[src/hdl/game_pkg.sv]
package game_pkg;

    localparam int NUM_LEVELS = 5;
    localparam int KEY_W      = 10;
    localparam int COORD_W    = 10;
    localparam int ADDR_W     = 17;

    // Menu image geometry, in half-resolution beam units
    localparam int ROW_PITCH     = 320;
    localparam int MENU_ROW_TOP0 = 40;
    localparam int MENU_ROW_STEP = 40;
    localparam int MENU_ROW_H    = 25;
    localparam int MENU_X0       = 150;
    localparam int MENU_X_SEL    = 148;  // Arrow makes the highlighted row wider
    localparam int MENU_X_END    = 170;
    localparam int SEL_OFFSET    = 127;  // Arrow graphic sits further left in the image

    localparam int RISE_CYCLES_DEF = 70_000_000;
    localparam int FALL_CYCLES_DEF = 240_000_000;
    localparam int JUMP_CNT_W      = 30;

    typedef logic [2:0] level_t;  // Valid range is 1 to NUM_LEVELS

    typedef enum logic {
        PHASE_MENU,
        PHASE_PLAY
    } phase_e;

    // Codes 6 to 9 are what the sprite renderer expects
    typedef enum logic [3:0] {
        FACE_STILL = 4'd6,
        FACE_RIGHT = 4'd7,
        FACE_LEFT  = 4'd8,
        FACE_UP    = 4'd9
    } facing_e;

    typedef enum logic [1:0] {
        JUMP_GROUND = 2'd0,
        JUMP_RISE   = 2'd1,
        JUMP_FALL   = 2'd2
    } jump_e;

    typedef struct packed {
        logic jump;
        logic left;
        logic down;
        logic right;
    } player_keys_t;

    typedef struct packed {
        logic collision;    // Head hit something while rising
        logic land;         // Feet on a platform
        logic should_down;  // Walked off an edge
    } terrain_t;

    typedef struct packed {
        facing_e facing;
        jump_e   jump;
    } motion_t;

endpackage

[src/hdl/level_menu.sv]
`timescale 1ns/1ps

module level_menu (
    input  logic                       clk,
    input  logic                       rst,
    input  logic [game_pkg::KEY_W-1:0] key_down,
    output game_pkg::level_t           level,
    output game_pkg::phase_e           phase,
    output logic                       flag_cover
);

    import game_pkg::*;

    logic key_open;  // Lock that limits each press to a single step
    logic key_next;
    logic key_prev;
    logic key_start;

    // Both players can drive the menu
    assign key_next  = key_down[0] | key_down[4];
    assign key_prev  = key_down[2] | key_down[6];
    assign key_start = key_down[8];

    always_ff @(posedge clk or posedge rst) begin
        if (rst) begin
            level      <= level_t'(1);
            phase      <= PHASE_MENU;
            flag_cover <= 1'b1;
            key_open   <= 1'b1;
        end else if (phase == PHASE_MENU) begin
            if (key_down == '0) begin
                key_open <= 1'b1;  // All keys released
            end else if (key_open) begin
                if (key_next) begin
                    if (level < level_t'(NUM_LEVELS)) begin
                        level <= level + level_t'(1);
                    end
                    key_open <= 1'b0;
                end else if (key_prev) begin
                    if (level > level_t'(1)) begin
                        level <= level - level_t'(1);
                    end
                    key_open <= 1'b0;
                end else if (key_start) begin
                    // First press dismisses the cover, the next one starts play
                    if (flag_cover) begin
                        flag_cover <= 1'b0;
                    end else begin
                        phase <= PHASE_PLAY;
                    end
                    key_open <= 1'b0;
                end
            end
        end
    end

endmodule

[src/hdl/map_switch.sv]
`timescale 1ns/1ps

module map_switch #(
    parameter int RISE_CYCLES = game_pkg::RISE_CYCLES_DEF,
    parameter int FALL_CYCLES = game_pkg::FALL_CYCLES_DEF
) (
    input  logic                         clk,
    input  logic                         rst,
    input  logic [game_pkg::KEY_W-1:0]   key_down,
    input  logic [game_pkg::COORD_W-1:0] vga_h,
    input  logic [game_pkg::COORD_W-1:0] vga_v,
    input  logic [15:0]                  cover_addr,
    input  logic [game_pkg::ADDR_W-1:0]  map_addr,
    input  game_pkg::terrain_t           p1_env,
    input  game_pkg::terrain_t           p2_env,
    output logic [game_pkg::ADDR_W-1:0]  pixel_addr,
    output game_pkg::motion_t            p1_motion,
    output game_pkg::motion_t            p2_motion,
    output game_pkg::level_t             level,
    output game_pkg::phase_e             phase,
    output logic                         flag_cover
);

    import game_pkg::*;

    player_keys_t      p1_keys;
    player_keys_t      p2_keys;
    logic              active;
    logic [ADDR_W-1:0] menu_addr;

    // Player 1 uses the upper key group, player 2 the lower one
    assign p1_keys = '{jump: key_down[4], left: key_down[5], down: key_down[6],
                       right: key_down[7]};
    assign p2_keys = '{jump: key_down[0], left: key_down[1], down: key_down[2],
                       right: key_down[3]};

    assign active = (phase == PHASE_PLAY);

    level_menu u_menu (
        .clk        (clk),
        .rst        (rst),
        .key_down   (key_down),
        .level      (level),
        .phase      (phase),
        .flag_cover (flag_cover)
    );

    player_motion #(.RISE_CYCLES(RISE_CYCLES), .FALL_CYCLES(FALL_CYCLES)) u_p1 (
        .clk     (clk),
        .rst     (rst),
        .active  (active),
        .keys    (p1_keys),
        .terrain (p1_env),
        .motion  (p1_motion)
    );

    player_motion #(.RISE_CYCLES(RISE_CYCLES), .FALL_CYCLES(FALL_CYCLES)) u_p2 (
        .clk     (clk),
        .rst     (rst),
        .active  (active),
        .keys    (p2_keys),
        .terrain (p2_env),
        .motion  (p2_motion)
    );

    menu_cursor_addr u_cursor (
        .vga_h (vga_h),
        .vga_v (vga_v),
        .level (level),
        .addr  (menu_addr)
    );

    always_comb begin
        if (flag_cover) begin
            pixel_addr = ADDR_W'(cover_addr);
        end else if (phase == PHASE_MENU) begin
            pixel_addr = menu_addr;
        end else if (level == level_t'(1)) begin
            pixel_addr = map_addr;
        end else begin
            pixel_addr = '0;  // Only level 1 has a map renderer
        end
    end

endmodule

[src/hdl/menu_cursor_addr.sv]
`timescale 1ns/1ps

module menu_cursor_addr (
    input  logic [game_pkg::COORD_W-1:0] vga_h,
    input  logic [game_pkg::COORD_W-1:0] vga_v,
    input  game_pkg::level_t             level,
    output logic [game_pkg::ADDR_W-1:0]  addr
);

    import game_pkg::*;

    logic [COORD_W-1:0] h;
    logic [COORD_W-1:0] v;
    int                 sel_band;

    // Menu image is drawn at half resolution
    assign h = vga_h >> 1;
    assign v = vga_v >> 1;

    // Level 1 sits in the bottom band
    assign sel_band = NUM_LEVELS - int'(level);

    always_comb begin
        int top;
        int hi;
        int vi;
        addr = '0;
        hi   = int'(h);
        vi   = int'(v);
        for (int b = 0; b < NUM_LEVELS; b++) begin
            top = MENU_ROW_TOP0 + b * MENU_ROW_STEP;
            if (vi >= top && vi < top + MENU_ROW_H) begin
                if (b == sel_band) begin
                    if (hi >= MENU_X_SEL && hi < MENU_X_END) begin
                        addr = ADDR_W'((hi - SEL_OFFSET) + (vi - top + 1) * ROW_PITCH);
                    end
                end else if (hi >= MENU_X0 && hi < MENU_X_END) begin
                    addr = ADDR_W'((hi - MENU_X0) + (vi - top + 1) * ROW_PITCH);
                end
            end
        end
    end

endmodule

[src/hdl/player_motion.sv]
`timescale 1ns/1ps

module player_motion #(
    parameter int RISE_CYCLES = game_pkg::RISE_CYCLES_DEF,
    parameter int FALL_CYCLES = game_pkg::FALL_CYCLES_DEF
) (
    input  logic                   clk,
    input  logic                   rst,
    input  logic                   active,
    input  game_pkg::player_keys_t keys,
    input  game_pkg::terrain_t     terrain,
    output game_pkg::motion_t      motion
);

    import game_pkg::*;

    facing_e               facing_q;
    facing_e               facing_d;
    jump_e                 jump_q;
    jump_e                 jump_d;
    logic [JUMP_CNT_W-1:0] cnt_q;
    logic [JUMP_CNT_W-1:0] cnt_d;

    logic airborne;
    logic any_key;
    logic jump_only;
    logic go_left;
    logic go_right;
    logic do_step;     // Advance the rise/fall timer this cycle
    logic force_fall;  // Skip the rise check
    logic rise_ok;
    logic fall_done;

    assign airborne  = (jump_q != JUMP_GROUND);
    assign any_key   = keys.jump | keys.left | keys.down | keys.right;
    assign jump_only = keys.jump & ~keys.left & ~keys.down & ~keys.right;
    assign go_left   = (keys.left | keys.jump) & ~keys.right;
    assign go_right  = (keys.right | keys.jump) & ~keys.left;

    assign rise_ok   = (cnt_q < JUMP_CNT_W'(RISE_CYCLES)) && !terrain.collision
                       && (jump_q != JUMP_FALL);
    assign fall_done = (cnt_q >= JUMP_CNT_W'(FALL_CYCLES)) || terrain.land;

    // Facing follows the keys; decide whether the timer moves
    always_comb begin
        facing_d   = facing_q;
        do_step    = airborne;
        force_fall = 1'b0;
        if (!any_key) begin
            if (!airborne) begin
                facing_d = FACE_STILL;
            end
        end else if (jump_only) begin
            facing_d = FACE_UP;
            do_step  = 1'b1;
        end else if (go_left || go_right) begin
            facing_d   = go_left ? FACE_LEFT : FACE_RIGHT;
            do_step    = keys.jump | airborne | terrain.should_down;
            force_fall = terrain.should_down;
        end
    end

    // Rise until the limit or a ceiling, then fall until landing or timeout
    always_comb begin
        jump_d = jump_q;
        cnt_d  = cnt_q;
        if (do_step) begin
            if (rise_ok && !force_fall) begin
                jump_d = JUMP_RISE;
                cnt_d  = cnt_q + 1'b1;
            end else if (!fall_done) begin
                jump_d = JUMP_FALL;
                cnt_d  = cnt_q + 1'b1;
            end else begin
                jump_d = JUMP_GROUND;
                cnt_d  = '0;
            end
        end
    end

    always_ff @(posedge clk or posedge rst) begin
        if (rst) begin
            facing_q <= FACE_STILL;
            jump_q   <= JUMP_GROUND;
            cnt_q    <= '0;
        end else if (!active) begin
            facing_q <= FACE_STILL;  // Players are parked outside play
            jump_q   <= JUMP_GROUND;
            cnt_q    <= '0;
        end else begin
            facing_q <= facing_d;
            jump_q   <= jump_d;
            cnt_q    <= cnt_d;
        end
    end

    assign motion = '{facing: facing_q, jump: jump_q};

endmodule

[config.mk]
export PLATFORM = sky130hd
export DESIGN_NAME = map_switch
export DESIGN_NICKNAME = d
export VERILOG_FILES = /design/src/hdl/game_pkg.sv /design/src/hdl/level_menu.sv /design/src/hdl/map_switch.sv /design/src/hdl/menu_cursor_addr.sv /design/src/hdl/player_motion.sv
export SDC_FILE = /design/constraint.sdc
export NUM_CORES = 1
export LEC_CHECK = 0
export ABC_CLOCK_PERIOD_IN_PS = 9500
export BUFFER_PORTS_ARGS = -buffer_cell sky130_fd_sc_hd__buf_2
export CELL_PAD_IN_SITES_DETAIL_PLACEMENT = 1
export CELL_PAD_IN_SITES_GLOBAL_PLACEMENT = 1
export CORE_ASPECT_RATIO = 0.5
export CORE_MARGIN = 2
export CORE_UTILIZATION = 47
export DETAILED_ROUTE_END_ITERATION = 8
export PLACE_DENSITY_LB_ADDON = 0.1
export SETUP_SLACK_MARGIN = 0.2
export SLEW_MARGIN = 40
export SYNTH_ARGS = -nofsm -noshare
export SYNTH_HDL_FRONTEND = slang
export SYNTH_SLANG_ARGS = --single-unit
[constraint.sdc]
create_clock -name clk -period 9.5 [get_ports clk]
set_clock_uncertainty 0.05 [all_clocks]
set_input_delay 1.9 -clock clk [delete_from_list [all_inputs] [get_ports clk]]
set_output_delay 1.9 -clock clk [all_outputs]
set_load 0.1 [all_outputs]
## Word level (Yosys, flattened, before mapping)

Index checks and enable logic that the tools add are counted.

- Register bits after elaboration: 78
- Input port bits: 71
- Output and inout port bits: 34
- Word-level logic and storage cells: 219

- Add/subtract/negate cells: 27
- $mul: 5
- $lt $le $gt $ge: 19
- Eq/ne operators: 14
- Mux-type cells: 79
- Bitwise gates (word level): 34
- Reductions and logical operators: 31

Operator list:

| kind | number |
|---|---|
| $mux 17 | 23 |
| $mux 30 | 8 |
| $add 17x17->17 | 10 |
| $add 32x2->32 const B | 5 |
| $mul 32x4->11 const B | 5 |
| $eq 3x32->1 const A | 2 |
| $add 30x1->30 const B | 2 |
| $ge 30x28->1 const B | 2 |
| $lt 30x27->1 const B | 2 |
| $mux 4 | 12 |
| $ge 9x8->1 const B | 4 |
| $lt 9x8->1 const B | 4 |
| $eq 2x32->1 const A | 1 |
| $eq 4x32->1 const A | 1 |
| $logic_not 32->1 | 1 |
| $sub 9x7->10 const B | 3 |
| $sub 9x8->10 const B | 3 |
| $mux 1 | 24 |
| $ge 9x7->1 const B | 2 |
| $lt 9x7->1 const B | 2 |
| $mux 2 | 8 |
| $or 1x1->1 | 14 |
| $logic_and 1x1->1 | 13 |
| $mux 3 | 4 |
| other kinds (20) | 54 |

## Longest topological paths before layout

Gate-level depths: netlist of the first run.

- Depth in word-level cells: 21
- Depth in mapped cells: 24
- Depth with buffers taken out: 22

## Hierarchy

From an unflattened synthesis of the first run, not the netlist that was laid out.

- Cell total of the unflattened synthesis: 1,871
- Area total of the unflattened synthesis: 13,927.1 um2

Modules (own cells, without submodules):

| module | times used | cells an instance | area an instance (um2) | sequential area each (um2) |
|---|---|---|---|---|
| menu_cursor_addr | 1 | 1,298 | 8,842.2 | 0.0 |
| player_motion (u_p1) | 1 | 238 | 2,142.1 | 877.1 |
| player_motion (u_p2) | 1 | 237 | 2,142.1 | 877.1 |
| level_menu | 1 | 39 | 402.9 | 153.9 |
| map_switch | 1 | 59 | 397.9 | 0.0 |

## Least setup slack after synthesis of the first run

No wires, ideal clock.

- Kind: input-to-output
- Start point: in vga_h[2] (netlist bit)
- End point: out pixel_addr[14] (netlist bit)
- Arrival: 8.359 ns
- Required time: 7.550 ns
- Path slack: -0.809 ns
- Cell stages on the path: 14
- Buffers on the path: 0
- Path through: ha_1 > o21ai_0 > nand2_1 > a21oi_1 > ha_1 > o21a_1 > o211ai_1 > a31oi_1 > xor2_1 > a32oi_1 > a221oi_1 > o32a_1 > o22ai_1 > a211oi_1

- Cells in the longest elaborated chain, start to end: 19
- Elaborated cells between the ends (all ways): 39
- Classes of those cells: 12 x add/sub; 3 x order compare; 22 x mux; 2 x reduce/logical

RTL lines:

| element | line | text |
|---|---|---|
| start, declared | map_switch.sv:10 | `input logic [game_pkg::COORD_W-1:0] vga_h,` |
| $sub 9x8->10 (tied with other cells) | menu_cursor_addr.sv:38 | `addr = ADDR_W'((hi - MENU_X0) + (vi - top + 1) * ROW_PITCH);` |
| $add 17x17->17 (tied with other cells) | menu_cursor_addr.sv:38 |  |
| $mux 17, on equally long branches | menu_cursor_addr.sv:37, menu_cursor_addr.sv:34 |  |
| $mux 17 | menu_cursor_addr.sv:33 | `if (b == sel_band) begin` |
| $mux 17 | menu_cursor_addr.sv:32 | `if (vi >= top && vi < top + MENU_ROW_H) begin` |
| $mux 17, on equally long branches | menu_cursor_addr.sv:37, menu_cursor_addr.sv:34 |  |
| $mux 17 | menu_cursor_addr.sv:33 |  |
| $mux 17 | menu_cursor_addr.sv:32 |  |
| [3 not listed] | - |  |
| $mux 17, on equally long branches | menu_cursor_addr.sv:37, menu_cursor_addr.sv:34 |  |
| $mux 17 | menu_cursor_addr.sv:33 |  |
| $mux 17 | menu_cursor_addr.sv:32 |  |
| $mux 17, on equally long branches | menu_cursor_addr.sv:37, menu_cursor_addr.sv:34 |  |
| $mux 17 | menu_cursor_addr.sv:33 |  |
| $mux 17 * | menu_cursor_addr.sv:32 |  |
| $mux 17 * | map_switch.sv:76 | `end else if (phase == PHASE_MENU) begin` |
| $mux 17 * | map_switch.sv:74 | `if (flag_cover) begin` |
| end, declared | map_switch.sv:16 | `output logic [game_pkg::ADDR_W-1:0] pixel_addr,` |

Every way passes the cells marked *; elsewhere a longest branch is shown, timed or not.

## Final worst setup path of the first run

- Start point: in vga_v[5] (netlist bit)
- End point: out pixel_addr[15] (netlist bit)

- Cells in the longest elaborated chain, start to end: 21
- Elaborated cells between the ends (all ways): 62
- Classes of those cells: 20 x add/sub; 5 x mul; 10 x order compare; 22 x mux; 5 x reduce/logical

RTL lines:

| element | line | text |
|---|---|---|
| start, declared | map_switch.sv:11 | `input logic [game_pkg::COORD_W-1:0] vga_v,` |
| $sub 9x6->10 | menu_cursor_addr.sv:35, menu_cursor_addr.sv:38 |  |
| $add 32x2->32 | menu_cursor_addr.sv:35, menu_cursor_addr.sv:38 |  |
| $mul 32x4->11 | menu_cursor_addr.sv:35, menu_cursor_addr.sv:38 |  |
| $add 17x17->17, on equally long branches | menu_cursor_addr.sv:38, menu_cursor_addr.sv:35 |  |
| $mux 17, on equally long branches | menu_cursor_addr.sv:37, menu_cursor_addr.sv:34 |  |
| $mux 17 | menu_cursor_addr.sv:33 |  |
| $mux 17 | menu_cursor_addr.sv:32 |  |
| $mux 17, on equally long branches | menu_cursor_addr.sv:37, menu_cursor_addr.sv:34 |  |
| [5 not listed] | - |  |
| $mux 17, on equally long branches | menu_cursor_addr.sv:37, menu_cursor_addr.sv:34 |  |
| $mux 17 | menu_cursor_addr.sv:33 |  |
| $mux 17 | menu_cursor_addr.sv:32 |  |
| $mux 17, on equally long branches | menu_cursor_addr.sv:37, menu_cursor_addr.sv:34 |  |
| $mux 17 | menu_cursor_addr.sv:33 |  |
| $mux 17 * | menu_cursor_addr.sv:32 |  |
| $mux 17 * | map_switch.sv:76 |  |
| $mux 17 * | map_switch.sv:74 |  |

Marked as above.

==> results of run 1 <==
power by group through the flow:
stage                     clock network (mW)  logic, mW  registers [mW]
after detailed placement                   0       1.77           0.366
final                                  0.344       1.82           0.362
after floorplan                            0       1.27           0.400
after global placement                     0       1.70           0.364
after global routing                   0.363       1.97           0.365
after CTS                              0.348       1.78           0.361
kinds of logic after synthesis:
group	share of synthesized area (%)
compound gates	30.6
simple gates	22.6
mux	0.824
flops	14.0
fa+ha+maj	16.0
buf+inv	5.12
xor+xnor	10.9
how the worst max path moves through the flow:
| stage | end | slack, ns | cells past startpoint |
|---|---|---|---|
| floorplan | pixel_addr[12] | 0.55 | 21 |
| global placement | pixel_addr[16] | 0.43 | 21 |
| detailed placement | pixel_addr[15] | 0.16 | 24 |
| CTS | pixel_addr[15] | 0.23 | 24 |
| global route | pixel_addr[15] | 0.16 | 24 |
| finish | pixel_addr[15] | 0.39 | 24 |
stage by stage:
step / area, um2 / worst slack, ns / std cells
after floorplan: 13700 / 0.553 / 1858
after global placement: 14400 / 0.426 / 2281
after detailed placement: 14400 / 0.165 / 2281
after CTS: 14800 / 0.232 / 2297
after global routing: 14800 / 0.156 / 2297
final: 14800 / 0.393 / 2297
state kept, by name, summed over array words and instances (netlist names):
name	count
u_menu.key_open	1
u_menu.level	3
u_p2.jump_q	2
u_p1.cnt_q	30
u_menu.phase	1
u_p1.facing_q	3
u_p2.cnt_q	30
u_p2.facing_q	3
u_menu.flag_cover	1
u_p1.jump_q	2
what timing repair did:
item | CTS | global route
resized for setup | 2 | 9
setup endpoints to repair | 1 | 3
pin swaps | 0 | 0
routing by layer:
layer	vias up	GRT usage, %	part of all wire [%]
met4	0	9.15	2.8
met2	427	57.1	48
met3	105	2.52	4.1
met5	-	0	0
met1	7456	42.8	45
li1	7022	-	-
critical path: stages:
cell and delay (ns):
buf_2 0.16, inv_1 0.24, ha_2 0.35, xnor2_2 0.17, nand3_1 0.22, nor3_1 0.22, a21oi_1 0.06, o22ai_1 0.18
xnor2_1 0.18, ha_1 0.28, ha_1 0.35, o21ai_0 0.13, nor2_1 0.19, nor2_1 0.11, xnor2_2 0.22, ha_1 0.31
and2_1 0.16, a311oi_1 0.30, xnor2_1 0.11, a221oi_1 0.36, o221ai_1 0.27, a32oi_2 0.31, o21ai_1 0.09, buf_4 0.24
area by class of cell:
type	instances	area [um2]
clock inverters	4	48.8
multi-input cells	1623	11200
repair buffers	128	722
well taps	391	489
flip-flops and latches	76	1910
fillers	3741	14000
inverters	63	236
clock buffers	12	246
placed cells by master, fill, tap and decap left out, types with 7 or more instances in the layout:
cell | netlist | final
a2111oi_0 | 9 | 7
a211oi_1 | 15 | 14
a21o_1 | 38 | 38
a21oi_1 | 155 | 153
a22oi_1 | 18 | 18
a311oi_1 | 7 | 7
a31oi_1 | 31 | 29
and2_1 | 13 | 13
and3_1 | 39 | 39
buf_2 | 6 | 97
buf_4 | 3 | 26
clkbuf_16 | 0 | 9
dfrtp_1 | 71 | 71
ha_1 | 165 | 164
inv_1 | 62 | 61
mux2i_1 | 9 | 9
nand2_1 | 176 | 175
nand2b_1 | 11 | 11
nand3_1 | 59 | 58
nand4_1 | 16 | 16
nor2_1 | 152 | 152
nor2b_1 | 21 | 21
nor3_1 | 73 | 72
nor4_1 | 19 | 19
o211ai_1 | 16 | 16
o21a_1 | 17 | 17
o21ai_0 | 162 | 161
o221ai_1 | 8 | 8
o22ai_1 | 33 | 33
o31ai_1 | 27 | 27
o41ai_1 | 13 | 13
or2_2 | 12 | 12
or3_1 | 8 | 8
xnor2_1 | 101 | 98
xor2_1 | 53 | 52
==> results.cfg, run 1 <==
[power_and_ir_drop]
total_power_mw = 2.52
netSwitchingPower_mw = 1.29
ir_drop_uv = 112
p_clk_share_pct = 13.6
p_leak_nw = 6.32
p_int_mw = 1.23
seq_power_share_pct = 14.3
swShare_pct = 51.3
comb_power_share_pct = 72.0
p_per_area_nw_per_um2 = 170

[global_routing]
grt_pass1_wl_mm = 81.5
grt_pass1_vias = 15400
gr-total-overflow = 0
grt_start_max_net_pins = 77
grt_usage_pct = 32.5
antenna_found_initial = 0

[worst_setup_path]
r2r-start = u_p1.cnt_q[16]
cp.required_ns = 7.55
worstSetupEndpointType = primary output
critPathLaunchType = primary input
cp_max_fo = 8
path_class = in -> out
r2r.worst_path.cells = 10
crit_path_start = vga_v[5]
rrSetupSlack_ns = 5.83
worstPathArrival_ns = 7.16
r2r-end = u_p1.cnt_q[9]

[synthesis]
yosysTopAreaCell = ha_1
synth_top_area_share_pct = 15.1
syn-instance-count = 1858
ys_warn_count = 0
ys_top_cells_by_count = 176 x nand2_1, 165 x ha_1, 162 x o21ai_0
synth_fp_nets = 2100
synth_area_um2 = 13700
ys_top_cells_by_area = ha_1 15%, dfrtp_1 13%, xnor2_1 6.5%
synth_ff_type = dfrtp_1
synth.distinct_cells = 103
ys_ff_latch = 76
ys_async_sr_fraction_pct = 100
avgSynthCellArea_um2 = 7.36
ys_seq_area_share_pct = 14.0
synth-edff-count = 0
post-synth-top-count-cell = nand2_1

[floorplan]
core_um2 = 28800
io_pins = 105
dieArea_um2 = 30500
rows = 44
start_util_pct = 47.5
fp.dieH_um = 125
fp.dieW_um = 245

[timing]
worstMarginPinSlew_ns = 0.863
rsz0062_at_grt = yes
fin_crit_ns = 9.11
whs_ns = 0.472
post-route-period-util_pct = 95.9
timing.slew.headroom_pct = 42.5
setup_viol = 0
hold_viol_final = 0
final_max_slew_viol_count = 0
fmax_ghz = 0.110
fin_tns_setup_ns = 0

[finish]
post-route-util_pct = 51.4
layout.nets = 2143
area_growth_pct = 8.31
diodes = 0
drive_gt1_share_pct = 10.9

[clock_network]
clk_pin_slew_ns = 0.05
cts_sinks = 76
cts_tree = yes
cts_root_buf = clkbuf_16
clk_latency_ns = 0.34
postCtsSetupBuffers = 0
cts_buffers = 9
cts_hold_buf = 0
htreeDepth = 3
clock_path_buffers = 2

[drt]
ant_nets = 0
drt_pass1_iterations = 8
drc = 0
vias = 15000
wire_per_inst_um = 21.9
routed_via_density = 6.53
drt_iter0_markers = 1174
wirelength_mm = 50.3

[worst_hold_path]
min_to = u_p1.cnt_q[12]
holdCritPathClass = reg -> reg
min_from = u_p1.cnt_q[12]
hold_depth = 1

[placed_design]
dpl.hpwl_mm = 38.9
globalplace.congestion = 0.937
port_buffers = 102

[flow_run]
drv_cap = 0

[outcome]
status = finished, final reports clean
Power figures use the tool's default switching activity.
==> run 2, diff against run 1 <==
REMOVE_ABC_BUFFERS = 1   (was unset)
==> results.cfg, run 2 (same netlist as run 1, synthesis figures left out) <==
[worst_setup_path]
critPathMaxStageDelay_ns = 0.51
r2r-start = u_p1.cnt_q[16]
worstPathArrival_ns = 7.08
worstSetupEndpointType = primary output
r2r.worst_path.cells = 9
critical_path.cell_chain = buf_2 -> clkinvlp_4 -> buf_4 -> ha_1 -> xor2_1 -> xnor2_1 -> ha_1 -> ha_1 -> xnor2_1 -> ha_1 -> or2_2 -> a21oi_1 -> a31oi_1 -> xor2_1 -> a32oi_1 -> a221oi_1 -> o32a_1 -> o22ai_1 -> a211oi_1 -> clkbuf_4
crit_path_start = vga_v[5]
crit_path_top_delay_cell = xor2_1
path_class = in -> out
cp_num_buf_inv = 4
cp_max_fo = 8
crit_family = XOR/XNOR gates
path_depth = 20
critPathLaunchType = primary input
critical_path.most_common_cell = ha_1
cp.required_ns = 7.55

[placed_design]
dp_cells = 2288
dpl.hpwl_mm = 39.9
port_buffers = 102
dpl_worst_slack_ns = 0.210
globalplace.congestion = 0.962
place_area_um2 = 14500

[clock_network]
cts_buffers = 9
cts_sinks = 76
clk_latency_ns = 0.33
clk_pin_slew_ns = 0.06
clock_path_buffers = 2
htreeDepth = 3
cts_root_buf = clkbuf_16
cts_tree = yes

[global_routing]
grt_pass1_vias = 15600
grt_pass1_wl_mm = 83.6
grt_usage_pct = 33.7
antenna_found_initial = 2
grt_start_max_net_pins = 77
gr-total-overflow = 0

[floorplan]
io_pins = 105
fp.dieW_um = 245
dieArea_um2 = 30500
start_util_pct = 47.5
core_um2 = 28800
rows = 44
fp.dieH_um = 125

[drt]
drt_iter0_markers = 1053
routed_via_density = 6.54
vias = 15100
drt_pass1_iterations = 5
wire_per_inst_um = 22.6
drc = 0
wirelength_mm = 52.1
ant_nets = 0

[worst_hold_path]
min_from = u_p2.cnt_q[12]
hold_depth = 1
holdCritPathClass = reg -> reg

[timing]
rsz0062_at_grt = no
setup_viol = 0
post-route-period-util_pct = 95.1
final_max_slew_viol_count = 0
worst_slack_ns = 0.467
fmax_ghz = 0.111
timing.slew.headroom_pct = 41.7
fin_crit_ns = 9.03
worstMarginPinSlew_ns = 0.867
hold_viol_final = 0
whs_ns = 0.461

[finish]
layout_commonest_cell = nand2_1
final_cell_mix = 175 x nand2_1, 164 x ha_1, 161 x o21ai_0
reg_top3 = u_p1.cnt_q (30), u_p2.cnt_q (30)
layout.nets = 2152
stdcell_count = 2307
area_growth_pct = 8.92
drive_gt1_share_pct = 11.4
final_cell_area_um2 = 14900

[power_and_ir_drop]
ir_drop_uv = 126
total_power_mw = 2.52
p_per_area_nw_per_um2 = 169
p_leak_nw = 6.36

[outcome]
status = finished, final reports clean

[flow_run]
drv_cap = 0
-- run 2: cell types whose count changed in the layout (fill, tap and decap cells not counted), moves of 2 or more --
cell / previous run / this run
a311oi_1: 7 / 5
a311oi_2: 0 / 2
buf_2: 97 / 99
buf_4: 26 / 34
clkbuf_1: 2 / 4
clkbuf_4: 4 / 2
-- run 2: per-stage QoR --
stage / setup TNS (ns) / utilization [%]
2_1_floorplan: -1.05 / -
5_1_grt: 0 / 51.7
6_report: 0 / 51.7
4_1_cts: 0 / 51.4
3_5_place_dp: 0 / 50.3
3_3_place_gp: 0 / 50.3
-- run 2: per-layer routing --
metal  routed length [um]  share of wire [%]  GRT usage (%)
met4                 1390                2.7           10.9
met1                23900                 46           44.8
met2                24800                 48           57.7
met3                 2020                3.9           2.89
met5                   13              0.025              0
-- run 2: worst paths after layout --
path                                   endpoint  slack (ns)
min in group asynchronous        u_p1.cnt_q[12]        1.71
worst min-delay path             u_p2.cnt_q[12]        0.46
worst max-delay path             pixel_addr[14]        0.47
max in group asynchronous       u_menu.level[2]        7.23
worst min register to register   u_p2.cnt_q[12]        0.46
worst max register to register    u_p1.cnt_q[7]        6.05
-- run 2: cell type report --
class / count / area, um2
Inverter: 63 / 240
Tap cell: 391 / 489
Clock buffer: 14 / 254
Clock inverter: 2 / 35.0
Sequential cell: 76 / 1910
Antenna cell: 1 / 2.50
Multi-Input combinational cell: 1623 / 11200
Fill cell: 3686 / 13900
Timing Repair Buffer: 137 / 797
-- run 2: report_power, final --
part | total, mW | switching [mW] | internal (mW)
clock | 0.339 | 0.128 | 0.211
combinational | 1.82 | 1.14 | 0.680
sequential | 0.362 | 0.0208 | 0.341
total | 2.52 | 1.29 | 1.23
-- run 2: what timing repair did --
action                                  CTS  global route
pin swaps                                 0             1
buffers inserted                          0             2
hold buffers                              0             0
endpoints found under the setup margin    1             3
gates resized for setup                   1            11
